## src/source/bitalign_params.svh

```systemverilog
`ifndef BITALIGN_PARAMS_SVH
`define BITALIGN_PARAMS_SVH

// ------------------------------------------------------------------------
// Delay line geometry
// ------------------------------------------------------------------------
// Bits in a tap index
`define BITALIGN_TAP_W 5
// Last usable tap of the delay line
`define BITALIGN_TAP_MAX 31

// ------------------------------------------------------------------------
// Training rules
// ------------------------------------------------------------------------
// Clean taps needed before the eye_in margin
`define BITALIGN_MIN_WINDOW 3
// Cycles from control pulse to flag sample
`define BITALIGN_SETTLE 4
// Lock qualification counter, 64 cycles
`define BITALIGN_LOCK_CNT_W 6

`endif

```

## src/source/bitalign_pkg.sv

```systemverilog
`include "bitalign_params.svh"

package bitalign_pkg;

   // Tap index on the input delay line
   typedef logic [`BITALIGN_TAP_W-1:0] tap_t;

   // Operations the stepper can apply to the delay controller
   typedef enum logic [1:0] {
      OP_LOAD    = 2'd0,   // Back to tap 0
      OP_CLR     = 2'd1,   // Clear early, late and range flags
      OP_MOVE_UP = 2'd2,
      OP_MOVE_DN = 2'd3
   } iod_op_e;

   // Eye scanner FSM
   typedef enum logic [2:0] {
      IDLE    = 3'd0,
      LOAD    = 3'd1,   // Reset delay to tap 0
      CLEAR   = 3'd2,   // Clear flags and sample the tap
      STEP_UP = 3'd3,   // One tap up
      CENTER  = 3'd4,   // Walk back to the window middle
      DONE    = 3'd5,
      FAIL    = 3'd6
   } scan_state_e;

endpackage

```

## src/source/iod_step_if.sv

```systemverilog
`timescale 1ns/1ps

// Request path from eye scanner to tap stepper
interface iod_step_if
   import bitalign_pkg::*;
();

   // Scanner side
   logic    req;          // Single cycle
   iod_op_e op;           // Valid with req

   // Stepper side
   logic    ack;          // Single cycle, flags valid with it
   logic    early_seen;
   logic    late_seen;
   logic    oor_seen;

   modport scan (
      output req,
      output op,
      input  ack,
      input  early_seen,
      input  late_seen,
      input  oor_seen
   );

   modport step (
      input  req,
      input  op,
      output ack,
      output early_seen,
      output late_seen,
      output oor_seen
   );

endinterface

```

## src/source/bitalign_eye_scan.sv

```systemverilog
`timescale 1ns/1ps
`include "bitalign_params.svh"

module bitalign_eye_scan
   import bitalign_pkg::*;
(
   input  logic       sclk,
   input  logic       arst_n,
   input  logic       start,
   input  logic       rstrt,
   input  logic       hold,
   input  logic       skip,
   input  logic [2:0] eye_in,
   iod_step_if.scan   scan,
   output logic       done,
   output logic       err,
   output logic       oor
);

   // One extra bit so a full-line run fits
   localparam int   LEN_W   = `BITALIGN_TAP_W + 1;
   localparam tap_t TAP_MAX = tap_t'(`BITALIGN_TAP_MAX);

   scan_state_e      state;
   tap_t             tap;          // Mirror of delay line position
   tap_t             target;
   tap_t             run_start;
   tap_t             best_start;
   logic [LEN_W-1:0] run_len;
   logic [LEN_W-1:0] best_len;
   logic             pend;         // Request outstanding
   logic             abort;
   logic             skip_q;

   logic             aborting;
   logic             need_op;
   logic             issue;
   iod_op_e          op_sel;
   logic             clean;
   logic             last_tap;
   logic             best_upd;
   tap_t             cur_start;
   tap_t             best_start_n;
   logic [LEN_W-1:0] cur_len;
   logic [LEN_W-1:0] best_len_n;
   logic [LEN_W-1:0] req_len;

   // ------------------------------------------------------------------------
   // Run tracking on the sampled flags
   // ------------------------------------------------------------------------
   // Clean means no early, no late, and still in range
   assign clean    = !scan.early_seen && !scan.late_seen && !scan.oor_seen;
   assign last_tap = (tap == TAP_MAX) || scan.oor_seen;

   assign cur_start = (run_len == '0) ? tap : run_start;
   assign cur_len   = run_len + 1'b1;
   // Strictly longer, so ties keep the earlier run
   assign best_upd     = clean && (cur_len > best_len);
   assign best_len_n   = best_upd ? cur_len : best_len;
   assign best_start_n = best_upd ? cur_start : best_start;

   // Minimum window widened by the user margin
   assign req_len = LEN_W'(`BITALIGN_MIN_WINDOW) + LEN_W'(eye_in);

   // ------------------------------------------------------------------------
   // Request selection
   // ------------------------------------------------------------------------
   assign aborting = rstrt || abort;

   always_comb begin
      need_op = 1'b1;
      op_sel  = OP_CLR;
      case (state)
         LOAD:    op_sel = OP_LOAD;
         CLEAR:   op_sel = OP_CLR;
         STEP_UP: op_sel = OP_MOVE_UP;
         CENTER: begin
            op_sel  = OP_MOVE_DN;
            need_op = (tap != target);
         end
         default: need_op = 1'b0;
      endcase
   end

   // One in flight, hold stalls only new ones
   assign issue = need_op && !pend && !hold && !aborting;

   // ------------------------------------------------------------------------
   // Scanner FSM
   // ------------------------------------------------------------------------
   always_ff @(posedge sclk or negedge arst_n) begin
      if (!arst_n) begin
         state      <= IDLE;
         tap        <= '0;
         target     <= '0;
         run_start  <= '0;
         run_len    <= '0;
         best_start <= '0;
         best_len   <= '0;
         pend       <= 1'b0;
         abort      <= 1'b0;
         skip_q     <= 1'b0;
         done       <= 1'b0;
         err        <= 1'b0;
         oor        <= 1'b0;
         scan.req   <= 1'b0;
         scan.op    <= OP_LOAD;
      end else begin
         scan.req <= issue;
         if (issue) begin
            scan.op <= op_sel;
            pend    <= 1'b1;
         end else if (scan.ack) begin
            pend <= 1'b0;
         end

         if (aborting) begin
            if (rstrt) begin
               done <= 1'b0;
               err  <= 1'b0;
               oor  <= 1'b0;
            end
            // Let the pending operation finish first
            if (!pend || scan.ack) begin
               state <= IDLE;
               abort <= 1'b0;
            end else begin
               abort <= 1'b1;
            end
         end else begin
            case (state)
               IDLE: begin
                  if (start) begin
                     tap        <= '0;
                     run_start  <= '0;
                     run_len    <= '0;
                     best_start <= '0;
                     best_len   <= '0;
                     skip_q     <= skip;
                     done       <= 1'b0;
                     err        <= 1'b0;
                     oor        <= 1'b0;
                     state      <= LOAD;
                  end
               end
               LOAD: begin
                  if (scan.ack) begin
                     tap <= '0;
                     // Skip mode ends right after the load
                     if (skip_q) begin
                        done  <= 1'b1;
                        state <= DONE;
                     end else begin
                        state <= CLEAR;
                     end
                  end
               end
               CLEAR: begin
                  if (scan.ack) begin
                     if (clean) begin
                        run_start <= cur_start;
                        run_len   <= cur_len;
                     end else begin
                        run_len <= '0;
                     end
                     best_start <= best_start_n;
                     best_len   <= best_len_n;
                     if (last_tap) begin
                        oor <= scan.oor_seen;
                        if (best_len_n < req_len) begin
                           err   <= 1'b1;
                           state <= FAIL;
                        end else begin
                           // Middle of the run, rounded down
                           target <= best_start_n + tap_t'(best_len_n >> 1);
                           state  <= CENTER;
                        end
                     end else begin
                        state <= STEP_UP;
                     end
                  end
               end
               STEP_UP: begin
                  if (scan.ack) begin
                     tap   <= tap + 1'b1;
                     state <= CLEAR;
                  end
               end
               CENTER: begin
                  if (scan.ack) begin
                     tap <= tap - 1'b1;
                  end else if (!pend && (tap == target)) begin
                     done  <= 1'b1;
                     state <= DONE;
                  end
               end
               // DONE and FAIL wait for restart
               default: ;
            endcase
         end
      end
   end

endmodule

```

## src/source/bitalign_start_seq.sv

```systemverilog
`timescale 1ns/1ps
`include "bitalign_params.svh"

module bitalign_start_seq (
   input  logic sclk,
   input  logic arst_n,
   input  logic pll_lock,
   input  logic lp_in,
   input  logic rstrt,
   output logic start
);

   localparam int CNT_W = `BITALIGN_LOCK_CNT_W;

   logic [CNT_W-1:0] lock_cnt;
   logic             armed;
   logic             qual;
   logic             fire;

   // ------------------------------------------------------------------------
   // Qualification
   // ------------------------------------------------------------------------
   // Lane usable only with PLL locked and out of low power
   assign qual = pll_lock && !lp_in;

   // Saturated counter plus one more good cycle
   assign fire = armed && qual && !rstrt && (lock_cnt == '1);

   // ------------------------------------------------------------------------
   // Stability counter and one-shot start
   // ------------------------------------------------------------------------
   always_ff @(posedge sclk or negedge arst_n) begin
      if (!arst_n) begin
         lock_cnt <= '0;
         armed    <= 1'b1;
         start    <= 1'b0;
      end else begin
         start <= 1'b0;

         // Any glitch or restart begins the interval again
         if (!qual || rstrt) begin
            lock_cnt <= '0;
         end else if (lock_cnt != '1) begin
            lock_cnt <= lock_cnt + 1'b1;
         end

         // Rearm only on lost lock or restart
         if (!pll_lock || rstrt) begin
            armed <= 1'b1;
         end else if (fire) begin
            armed <= 1'b0;
            start <= 1'b1;
         end
      end
   end

endmodule

```

## src/source/bitalign_tap_step.sv

```systemverilog
`timescale 1ns/1ps
`include "bitalign_params.svh"

module bitalign_tap_step
   import bitalign_pkg::*;
(
   input  logic     sclk,
   input  logic     arst_n,
   iod_step_if.step step,
   input  logic     iod_early,
   input  logic     iod_late,
   input  logic     iod_oor,
   output logic     clr_flgs,
   output logic     load,
   output logic     dir,
   output logic     move
);

   localparam int SETTLE = `BITALIGN_SETTLE;
   localparam int CNT_W  = $clog2(SETTLE + 1);

   logic             busy;
   logic [CNT_W-1:0] settle_cnt;
   iod_op_e          op_q;
   logic             accept;
   logic             pulse;
   logic             sampled;

   // New work only when idle
   assign accept  = step.req && !busy;
   // First busy cycle carries the control pulse
   assign pulse   = busy && (settle_cnt == '0);
   // Flags have settled
   assign sampled = busy && (settle_cnt == CNT_W'(SETTLE));

   // ------------------------------------------------------------------------
   // Control pulse decode
   // ------------------------------------------------------------------------
   assign load     = pulse && (op_q == OP_LOAD);
   assign clr_flgs = pulse && (op_q == OP_CLR);
   assign move     = pulse && ((op_q == OP_MOVE_UP) || (op_q == OP_MOVE_DN));

   // ------------------------------------------------------------------------
   // Busy window and settle count
   // ------------------------------------------------------------------------
   always_ff @(posedge sclk or negedge arst_n) begin
      if (!arst_n) begin
         busy       <= 1'b0;
         settle_cnt <= '0;
         dir        <= 1'b0;
         step.ack   <= 1'b0;
      end else begin
         step.ack <= sampled;
         if (accept) begin
            busy       <= 1'b1;
            settle_cnt <= '0;
            // Direction set ahead of the move pulse and kept after it
            if (step.op == OP_MOVE_UP) begin
               dir <= 1'b1;
            end else if (step.op == OP_MOVE_DN) begin
               dir <= 1'b0;
            end
         end else if (sampled) begin
            busy       <= 1'b0;
            settle_cnt <= '0;
         end else if (busy) begin
            settle_cnt <= settle_cnt + 1'b1;
         end
      end
   end

   // Operation held for the decode
   always_ff @(posedge sclk) begin
      if (accept) begin
         op_q <= step.op;
      end
   end

   // Sticky flags captured alongside ack
   always_ff @(posedge sclk) begin
      if (sampled) begin
         step.early_seen <= iod_early;
         step.late_seen  <= iod_late;
         step.oor_seen   <= iod_oor;
      end
   end

endmodule

```

## src/source/corerx_iod_bitalign.sv

```systemverilog
`timescale 1ns/1ps

module corerx_iod_bitalign (
   // Clock and lane status
   input  logic       sclk,
   input  logic       arst_n,
   input  logic       pll_lock,
   input  logic       lp_in,

   // Delay controller flags
   input  logic       iod_early,
   input  logic       iod_late,
   input  logic       iod_oor,

   // Training control and status
   input  logic       bit_algn_rstrt,
   input  logic       bit_algn_hold,
   input  logic       bit_algn_skip,
   input  logic [2:0] bit_algn_eye_in,
   output logic       bit_algn_start,
   output logic       bit_algn_done,
   output logic       bit_algn_err,
   output logic       bit_algn_oor,

   // Delay controller commands
   output logic       bit_algn_clr_flgs,
   output logic       bit_algn_load,
   output logic       bit_algn_dir,
   output logic       bit_algn_move
);

   // Scanner to stepper request path
   iod_step_if step_bus ();

   // ------------------------------------------------------------------------
   // Lock qualification
   // ------------------------------------------------------------------------
   bitalign_start_seq u_start_seq (
      .sclk     (sclk),
      .arst_n   (arst_n),
      .pll_lock (pll_lock),
      .lp_in    (lp_in),
      .rstrt    (bit_algn_rstrt),
      .start    (bit_algn_start)
   );

   // ------------------------------------------------------------------------
   // Sweep and centering
   // ------------------------------------------------------------------------
   bitalign_eye_scan u_eye_scan (
      .sclk   (sclk),
      .arst_n (arst_n),
      .start  (bit_algn_start),
      .rstrt  (bit_algn_rstrt),
      .hold   (bit_algn_hold),
      .skip   (bit_algn_skip),
      .eye_in (bit_algn_eye_in),
      .scan   (step_bus.scan),
      .done   (bit_algn_done),
      .err    (bit_algn_err),
      .oor    (bit_algn_oor)
   );

   // Pulse generation toward the delay line
   bitalign_tap_step u_tap_step (
      .sclk      (sclk),
      .arst_n    (arst_n),
      .step      (step_bus.step),
      .iod_early (iod_early),
      .iod_late  (iod_late),
      .iod_oor   (iod_oor),
      .clr_flgs  (bit_algn_clr_flgs),
      .load      (bit_algn_load),
      .dir       (bit_algn_dir),
      .move      (bit_algn_move)
   );

endmodule

```

## config.mk

```make
export PLATFORM = sky130hd
export DESIGN_NAME = corerx_iod_bitalign
export DESIGN_NICKNAME = d
export VERILOG_FILES = /design/src/source/bitalign_pkg.sv /design/src/source/iod_step_if.sv /design/src/source/bitalign_eye_scan.sv /design/src/source/bitalign_start_seq.sv /design/src/source/bitalign_tap_step.sv /design/src/source/corerx_iod_bitalign.sv
export VERILOG_INCLUDE_DIRS = /design/src /design/src/source
export SDC_FILE = /design/constraint.sdc
export NUM_CORES = 1
export LEC_CHECK = 0
export ABC_CLOCK_PERIOD_IN_PS = 8450
export BUFFER_PORTS_ARGS = -buffer_cell sky130_fd_sc_hd__buf_2
export CAP_MARGIN = 20
export CORE_ASPECT_RATIO = 0.75
export CORE_MARGIN = 2
export CORE_UTILIZATION = 39
export CTS_BUF_LIST = sky130_fd_sc_hd__clkbuf_8 sky130_fd_sc_hd__clkbuf_16
export DETAILED_ROUTE_END_ITERATION = 16
export PLACE_DENSITY = 0.63
export SLEW_MARGIN = 20
export SYNTH_ARGS = -nofsm -noshare
export SYNTH_HDL_FRONTEND = slang
export SYNTH_SLANG_ARGS = --single-unit
```

## constraint.sdc

```tcl
create_clock -name sclk -period 8.45 [get_ports sclk]
set_clock_uncertainty 0.1 [all_clocks]
set_input_delay 0.4225 -clock sclk [delete_from_list [all_inputs] [get_ports sclk]]
set_output_delay 0.4225 -clock sclk [all_outputs]
set_load 0.05 [all_outputs]
```

==> PnR_summary.wiki, run 1 <==
{| class="wikitable"
! Metric !! Value
|-
| Outcome || completed
|-
| Sum of negative setup slack || 0 ns
|-
| Largest vdd supply drop || 0.000100 V
|-
| Overall overflow remaining after global route || 0
|-
| Number of nets in the layout || 460
|-
| Peak Freq || 227 MHz
|-
| First-pass GRT wire length || 13.6 mm
|-
| IO Count || 21
|-
| Final critical-path share of the clock period || 0.521
|-
| Area of all placed cells without fillers || 4160 um^2
|-
| Data arrival time of the critical path || 4.51 ns
|-
| Final setup violation count || 0
|-
| GRT Total Usage || 0.175
|-
| Vias in the first global route || 2752
|-
| Post-synth ARST share || 0.921
|-
| Detailed Route WL || 8.02 mm
|-
| Worst slack on hold paths || 0.131 ns
|-
| Final-layout fill cell count || 891
|-
| HPWL after detailed placement || 5.74 mm
|-
| Count of flip-flops with a built-in enable after synthesis || 5
|-
| Die Footprint || 10200 um^2
|-
| Clock-pin transition on the worst setup and hold timing paths || 0.05 ns
|-
| Total count of hold-check failures in the final report || 0
|-
| Number of DRC markers in iteration 0 || 174
|-
| Leakage power summed over all cells || 2.05 nW
|-
| Mean number of vias per cell || 5.21
|-
| Post-synthesis sequential element count || 63
|-
| Launch point of the worst path || u_eye_scan.run_len[0]$_DFFE_PN0P_
|-
| Tmin final || 4.40 ns
|-
| Synth Cell Area || 3670 um^2
|-
| Adder-cell share of the synthesized area || 0.0860
|-
| Mapped Cells || 402
|-
| XOR/XNOR Fraction of Synth Area || 0.0454
|-
| Hold buffers post-CTS || 0
|-
| Post-synthesis compound-gate area fraction || 0.168
|-
| Count of port buffers added during placement || 20
|-
| Number of clock sinks || 63
|-
| Capture point of the worst reg-to-reg path || u_eye_scan.target[2]$_DFFE_PN0P_
|-
| Kind of critical path || reg -> reg
|-
| Core outline area || 9080 um^2
|-
| Cell Chain, Critical Path || nand3_1 > nor2_1 > xnor2_1 > inv_1 > ha_1 > nand4_1 > o21bai_1 > a21oi_2 > nor2_1 > a21oi_1 > inv_1 > ha_1 > a21o_1 > a21oi_1 > nand4_1 > o2bb2ai_1 > nand3b_2 > mux2_2
|-
| Distinct cells, synth || 51
|-
| Final-report max-slew violation count || 0
|-
| Flop-to-flop setup slack || 4.05 ns
|-
| Seq/Total Area, Yosys || 0.437
|-
| Width of the die || 116 um
|-
| Detailed-route wire length per cell || 14.4 um
|-
| Initial antenna violation count || 0
|-
| Avg Synthesized Cell Area || 9.12 um^2
|-
| Combined buffer and inverter count along the critical path || 2
|-
| Max Buffers Root-to-Sink || 2
|-
| CP max stage delay || 0.46 ns
|-
| Antenna cell count || 0
|-
| Startpoint Class || register
|-
| First-pass iteration count of the detailed router || 4
|-
| # resized after CTS || 0
|-
| Number of levels the H-tree was split into || 3
|-
| Actual transition at the worst max-transition pin || 0.757 ns
|-
| Placed inst area || 3880 um^2
|-
| Maximum number of pins on one net before global-route repair || 59
|-
| Synth Warn # || 0
|-
| Main combinational cell family by area after synthesis || simple AND/OR/NAND/NOR gates
|-
| Initial cell density of the core || 0.404
|-
| Proportion of synthesized area in mux cells || 0.0328
|-
| Worst EP required || 8.56 ns
|-
| Weighted congestion at the end of routability-driven global placement || 0.864
|-
| Number of nets in the synthesized netlist || 439
|-
| Area Growth Syn to Fin || 13.3%
|-
| Simple-gate share of the synthesized area || 0.192
|-
| Clock insertion delay at the later pin of the skew report || 0.33 ns
|-
| Antenna viol nets, final || 0
|-
| P per Cell Area || 162 nW/um^2
|-
| Number of placement rows || 30
|-
| CTS tree || built
|-
| Fraction of layout cells with a size suffix above 1 || 0.117
|-
| Number of buffers inserted during clock tree synthesis || 9
|-
| Cell count of the worst reg-to-reg path || 18
|-
| RSZ-0062 raised after global routing || false
|-
| Maximum fanout encountered on the critical timing path || 8
|-
| # Max-Cap Violations || 0
|-
| Root Buffer Master || clkbuf_16
|-
| Reg2Reg Launch Point || u_eye_scan.run_len[0]$_DFFE_PN0P_
|-
| Total setup buffers inserted after CTS || 0
|-
| Critical Path End Type || register
|-
| Die boundary height || 88.0 um
|-
| Number of remaining DRC errors || 0
|-
| Slew margin rel. || 0.494
|-
| DR vias || 2897
|-
| Worst hold path class || in -> async
|-
| Cell type group with the largest total delay on the critical path || compound AO/OA/AOI/OAI gates
|-
| Dominant synthesized flop cell || dfrtp_1
|-
| Slowest-stage cell, CP || dfrtp_1
|}
## cell families (layout without fill, tap and decap cells)
logic type	Yosys count	in the layout
AND/OR/NAND/NOR	149	149
AO/OA/AOI/OAI	100	100
flip-flops	63	63
buffers and inverters	36	62
adder cells (fa/ha/maj)	24	24
XOR/XNOR	19	19
multiplexers	11	11
## worst reg2reg max path: cells and delay by family (launching register included)
| family | cells | cell delay [ns] |
|---|---|---|
| flip-flops | 1 | 0.46 |
| AND/OR/NAND/NOR | 6 | 0.72 |
| adder cells (fa/ha/maj) | 2 | 0.65 |
| multiplexers | 1 | 0.36 |
| AO/OA/AOI/OAI | 6 | 1.43 |
| buffers and inverters | 2 | 0.20 |
| XOR/XNOR | 1 | 0.37 |
## per-layer routing
layer  vias to the layer above  part of all wire  GRT usage
li1                       1447                 -          -
met5                         -                 0          0
met3                         9             0.048     0.0505
met4                         0             0.011     0.0617
met1                      1361              0.51      0.257
met2                        80              0.43      0.245
## cells in the final DEF, fill, tap and decap left out, types with 7 or more instances in the layout
| cell type | Yosys | routed |
|---|---|---|
| ha_1 | 22 | 22 |
| nor2_1 | 34 | 34 |
| clkbuf_16 | 0 | 9 |
| buf_2 | 1 | 20 |
| nand3_1 | 11 | 11 |
| xor2_1 | 12 | 12 |
| inv_1 | 25 | 28 |
| nand2_1 | 55 | 55 |
| xnor2_1 | 7 | 7 |
| nor3_1 | 7 | 7 |
| o21ai_0 | 32 | 32 |
| a31oi_1 | 7 | 7 |
| dfrtp_1 | 57 | 57 |
| a21oi_1 | 25 | 25 |
| nand2b_1 | 12 | 12 |
## how the worst max path moves through the flow
stage / slack [ns] / to / depth (start not counted)
6_report: 4.05 / u_eye_scan.target[2]$_DFFE_PN0P_ / 18
4_1_cts: 4.05 / u_eye_scan.target[2]$_DFFE_PN0P_ / 18
5_1_grt: 3.67 / u_eye_scan.target[2]$_DFFE_PN0P_ / 18
3_3_place_gp: 4.22 / u_eye_scan.target[3]$_DFFE_PN0P_ / 18
2_1_floorplan: 4.54 / u_eye_scan.target[0]$_DFFE_PN0P_ / 18
3_5_place_dp: 4.10 / u_eye_scan.target[2]$_DFFE_PN0P_ / 18
## layout make-up
class                           instances  area [um^2]  area share
Multi-Input combinational cell        303         1920       0.462
Clock buffer                           10          239      0.0575
Sequential cell                        63         1600       0.386
Inverter                               25         93.8      0.0226
Tap cell                              128          160      0.0385
Clock inverter                          6         31.3     0.00753
Timing Repair Buffer                   21          108      0.0259
## where the power goes
part	total, mW	switching (mW)	internal [mW]
clock network	0.330	0.128	0.202
registers	0.311	0.00391	0.307
logic	0.0317	0.0212	0.0106
total	0.673	0.153	0.520
## state kept, by name, summed over array words and instances (netlist names), 2 cells and up
register / flops
u_eye_scan.tap: 5
u_eye_scan.scan.op: 2
u_tap_step.settle_cnt: 3
u_eye_scan.best_len: 6
u_eye_scan.run_len: 6
u_tap_step.op_q: 2
u_eye_scan.run_start: 5
u_eye_scan.target: 5
u_eye_scan.state: 3
u_start_seq.lock_cnt: 6
u_eye_scan.best_start: 5
## metrics by stage
| step | std cells | setup slack, ns | power, mW | util |
|---|---|---|---|---|
| 3_5_place_dp | 540 | 4.10 | 0.348 | 0.428 |
| 4_1_cts | 556 | 4.05 | 0.682 | 0.457 |
| 5_1_grt | 556 | 3.67 | 0.703 | 0.457 |
| 6_report | 556 | 4.05 | 0.673 | 0.457 |
| 3_3_place_gp | 540 | 4.22 | 0.347 | 0.428 |
| 2_1_floorplan | 402 | 4.54 | 0.333 | - |
## synth_stat cells (3+ instances only)
cell type / instances / area [um^2]
nor2_1: 34 / 128
nand4_1: 4 / 25.0
nand3_1: 11 / 55.1
edfxtp_1: 5 / 150
mux2i_1: 5 / 50.1
clkbuf_1: 8 / 30.0
a211oi_1: 3 / 22.5
inv_1: 25 / 93.8
and3_1: 6 / 37.5
a22o_1: 6 / 52.6
o21ai_0: 32 / 160
nor3_1: 7 / 35.0
a21o_1: 6 / 45.0
o21bai_1: 3 / 22.5
nor4_1: 3 / 18.8
nand2_1: 55 / 206
o31ai_1: 3 / 22.5
xnor2_1: 7 / 61.3
nand2b_1: 12 / 75.1
nor3b_1: 5 / 37.5
ha_1: 22 / 275
a31oi_1: 7 / 43.8
mux2_2: 5 / 56.3
or2_2: 3 / 18.8
dfrtp_1: 57 / 1430
xor2_1: 12 / 105
a21oi_1: 25 / 125
Note: power is estimated with default switching activity, not from simulation.
==> run 2: changes to the inputs <==
Settings changed: ABC_CLOCK_PERIOD_IN_PS 8450 to 4050, PLACE_DENSITY 0.63 to 0.65.
Clock period 8.45 ns to 4.05 ns, I/O delays scaled along.
==> run 2 against run 1 <==
Effect of this change:
- first-iteration DRC count is 2.9% lower
- critical path depth unchanged
- maximum frequency is 15% higher
- global-route usage grew 0.65 points
- via count rose by 1.6%
- sequential cell count did not move
- clock-buffer cell count is 1 lower
- cell count is 2.7% higher
- clock power rose by 110%
- sequential power up 110%
- cell area rose by 3.9%
- non-clock buffer count increased by 15
==> PnR_summary.wiki, run 2 (synthesis results as in run 1) <==
{| class="wikitable"
! Metric !! Value
|-
| Vias in the first global route || 2818 (was 2752)
|-
| GRT Total Usage || 0.181 (was 0.175)
|-
| Final setup violation count || 0 (unchanged)
|-
| Clock-pin transition on the worst setup and hold timing paths || 0.06 ns (was 0.05 ns)
|-
| P per Cell Area || 330 nW/um^2 (was 162 nW/um^2)
|-
| Count of port buffers added during placement || 20 (unchanged)
|-
| Detailed-route wire length per cell || 14.5 um (was 14.4 um)
|-
| Multi-input combinational cell area || 1960 um^2 (was 1920 um^2)
|-
| Largest vdd supply drop || 0.000240 V (was 0.000100 V)
|-
| Total count of hold-check failures in the final report || 0 (unchanged)
|-
| Crit path setup slack, layout || 0.213 ns (was 4.05 ns)
|-
| Leading registers by flop count || u_eye_scan.best_len: 6 flops, u_eye_scan.run_len: 6 flops, u_start_seq.lock_cnt: 6 flops (unchanged)
|-
| Core outline area || 9080 um^2 (unchanged)
|-
| Critical Path End Type || register (unchanged)
|-
| Area Growth Syn to Fin || 17.8% (was 13.3%)
|-
| Weighted congestion at the end of routability-driven global placement || 0.887 (was 0.864)
|-
| Flop-to-flop setup slack || 0.21 ns (was 4.05 ns)
|-
| Most used cells in the layout excluding fill and tap cells || 57 x dfrtp_1, 55 x nand2_1, 34 x nor2_1 (unchanged)
|-
| Worst hold path class || in -> reg (was in -> async)
|-
| Max Buffers Root-to-Sink || 2 (unchanged)
|-
| Antenna cell count || 0 (unchanged)
|-
| Outcome || completed (unchanged)
|-
| Die boundary height || 88.0 um (unchanged)
|-
| Kind of critical path || reg -> reg (unchanged)
|-
| Final-report max-slew violation count || 0 (unchanged)
|-
| Number of DRC markers in iteration 0 || 169 (was 174)
|-
| DR vias || 2943 (was 2897)
|-
| Clock insertion delay at the later pin of the skew report || 0.34 ns (was 0.33 ns)
|-
| Actual transition at the worst max-transition pin || 0.757 ns (about the same)
|-
| Share of the core filled with cells in the final layout || 0.475 (was 0.457)
|-
| IO Count || 21 (unchanged)
|-
| Worst slack at placement || 0.0862 ns (was 4.10 ns)
|-
| Startpoint Class || register (unchanged)
|-
| Fraction of layout cells with a size suffix above 1 || 0.156 (was 0.117)
|-
| Antenna viol nets, final || 0 (unchanged)
|-
| Final critical-path share of the clock period || 0.947 (was 0.521)
|-
| Detailed Route WL || 8.27 mm (was 8.02 mm)
|-
| Final cell count without fillers || 571 (was 556)
|-
| Worst EP required || 4.17 ns (was 8.56 ns)
|-
| Initial antenna violation count || 0 (unchanged)
|-
| Slew margin rel. || 0.495 (was 0.494)
|-
| Number of nets in the layout || 475 (was 460)
|-
| Placed inst area || 3950 um^2 (was 3880 um^2)
|-
| Most common cell after layout, fill and taps aside || dfrtp_1 (unchanged)
|-
| Width of the die || 116 um (unchanged)
|-
| Number of clock sinks || 63 (unchanged)
|-
| Die Footprint || 10200 um^2 (unchanged)
|-
| Leakage power summed over all cells || 2.13 nW (was 2.05 nW)
|-
| Overall Power || 1.43 mW (was 0.673 mW)
|-
| Number of remaining DRC errors || 0 (unchanged)
|-
| Number of buffers inserted during clock tree synthesis || 9 (unchanged)
|-
| Number of placement rows || 30 (unchanged)
|-
| Tmin final || 3.84 ns (was 4.40 ns)
|-
| HPWL after detailed placement || 6.01 mm (was 5.74 mm)
|-
| First-pass iteration count of the detailed router || 4 (unchanged)
|-
| Mean number of vias per cell || 5.15 (was 5.21)
|-
| Peak Freq || 261 MHz (was 227 MHz)
|-
| Overall overflow remaining after global route || 0 (unchanged)
|-
| Worst slack on hold paths || 0.0523 ns (was 0.131 ns)
|-
| Root Buffer Master || clkbuf_16 (unchanged)
|-
| # Max-Cap Violations || 0 (unchanged)
|-
| Data arrival time of the critical path || 3.96 ns (was 4.51 ns)
|-
| Area of all placed cells without fillers || 4320 um^2 (was 4160 um^2)
|-
| First-pass GRT wire length || 14.1 mm (was 13.6 mm)
|-
| Maximum number of pins on one net before global-route repair || 59 (unchanged)
|-
| Final-layout fill cell count || 900 (was 891)
|-
| Area used by sequential logic in the layout || 1600 um^2 (unchanged)
|-
| Number of levels the H-tree was split into || 3 (unchanged)
|-
| Sum of negative setup slack || 0 ns (unchanged)
|-
| Initial cell density of the core || 0.404 (unchanged)
|-
| Maximum fanout encountered on the critical timing path || 5 (was 8)
|-
| Cell Count Post-Placement || 548 (was 540)
|-
| CTS tree || built (unchanged)
|}
-- run 2: cell count changes in the layout (fill, tap and decap cells not counted), sizes merged --
| cell | delta |
|---|---|
| clkinvlp | -1 |
| inv | -2 |
| dlygate4sd3 | +5 |
| buf | +10 |
| clkinv | +4 |
| clkbuf | -1 |
-- run 2: path summary, 6_finish.rpt --
| path | start | end | cells after the start |
|---|---|---|---|
| worst max-delay path | u_eye_scan.run_len[0]$_DFFE_PN0P_ | u_eye_scan.target[3]$_DFFE_PN0P_ | 18 |
| worst min-delay path | pll_lock | u_start_seq.armed$_DFFE_PN1P_ | 4 |
| worst max register to register | u_eye_scan.run_len[0]$_DFFE_PN0P_ | u_eye_scan.target[3]$_DFFE_PN0P_ | 18 |
| worst min register to register | u_eye_scan.best_start[3]$_DFFE_PN0P_ | u_eye_scan.best_start[3]$_DFFE_PN0P_ | 2 |
| max in group asynchronous | arst_n | u_eye_scan.run_start[1]$_DFFE_PN0P_ | 3 |
| min in group asynchronous | arst_n | u_eye_scan.best_len[2]$_DFFE_PN0P_ | 3 |
-- run 2: cell type report --
type / count / share of cell area
Multi-Input combinational cell: 303 / 0.453
Sequential cell: 63 / 0.371
Timing Repair Buffer: 36 / 0.0539
Clock buffer: 9 / 0.0521
Tap cell: 128 / 0.0371
Inverter: 25 / 0.0217
Clock inverter: 7 / 0.0110
-- run 2: per-layer routing --
layer	GRT usage	share of wire
met1	0.266	0.52
met3	0.0498	0.049
met5	0	0
met2	0.259	0.42
met4	0.0584	0.0035
-- run 2: what timing repair did --
item	CTS	global route
setup endpoints to repair	0	6
hold buffers	5	0
setup buffers	0	2
endpoints found under the hold margin	61	0
resized for setup	0	9
-- run 2: critical path: stages (launching register included) --
cell	delay [ns]
dfrtp_1	0.42
ha_2	0.23
nand3_1	0.10
xor2_1	0.19
inv_1	0.08
ha_1	0.30
nand4_1	0.12
o21bai_2	0.25
a21oi_2	0.18
nor2_1	0.08
a21oi_2	0.15
inv_1	0.09
ha_1	0.31
a21o_1	0.19
a21oi_2	0.16
nand4_1	0.13
o2bb2ai_2	0.17
nand3b_4	0.13
mux2_2	0.34
-- run 2: power by group --
group	switching, mW	total, mW	leakage (nW)	internal, mW
Sequential	0.00828	0.648	0.823	0.640
Combinational	0.0447	0.0702	1.18	0.0255
Clock	0.294	0.707	0.133	0.413
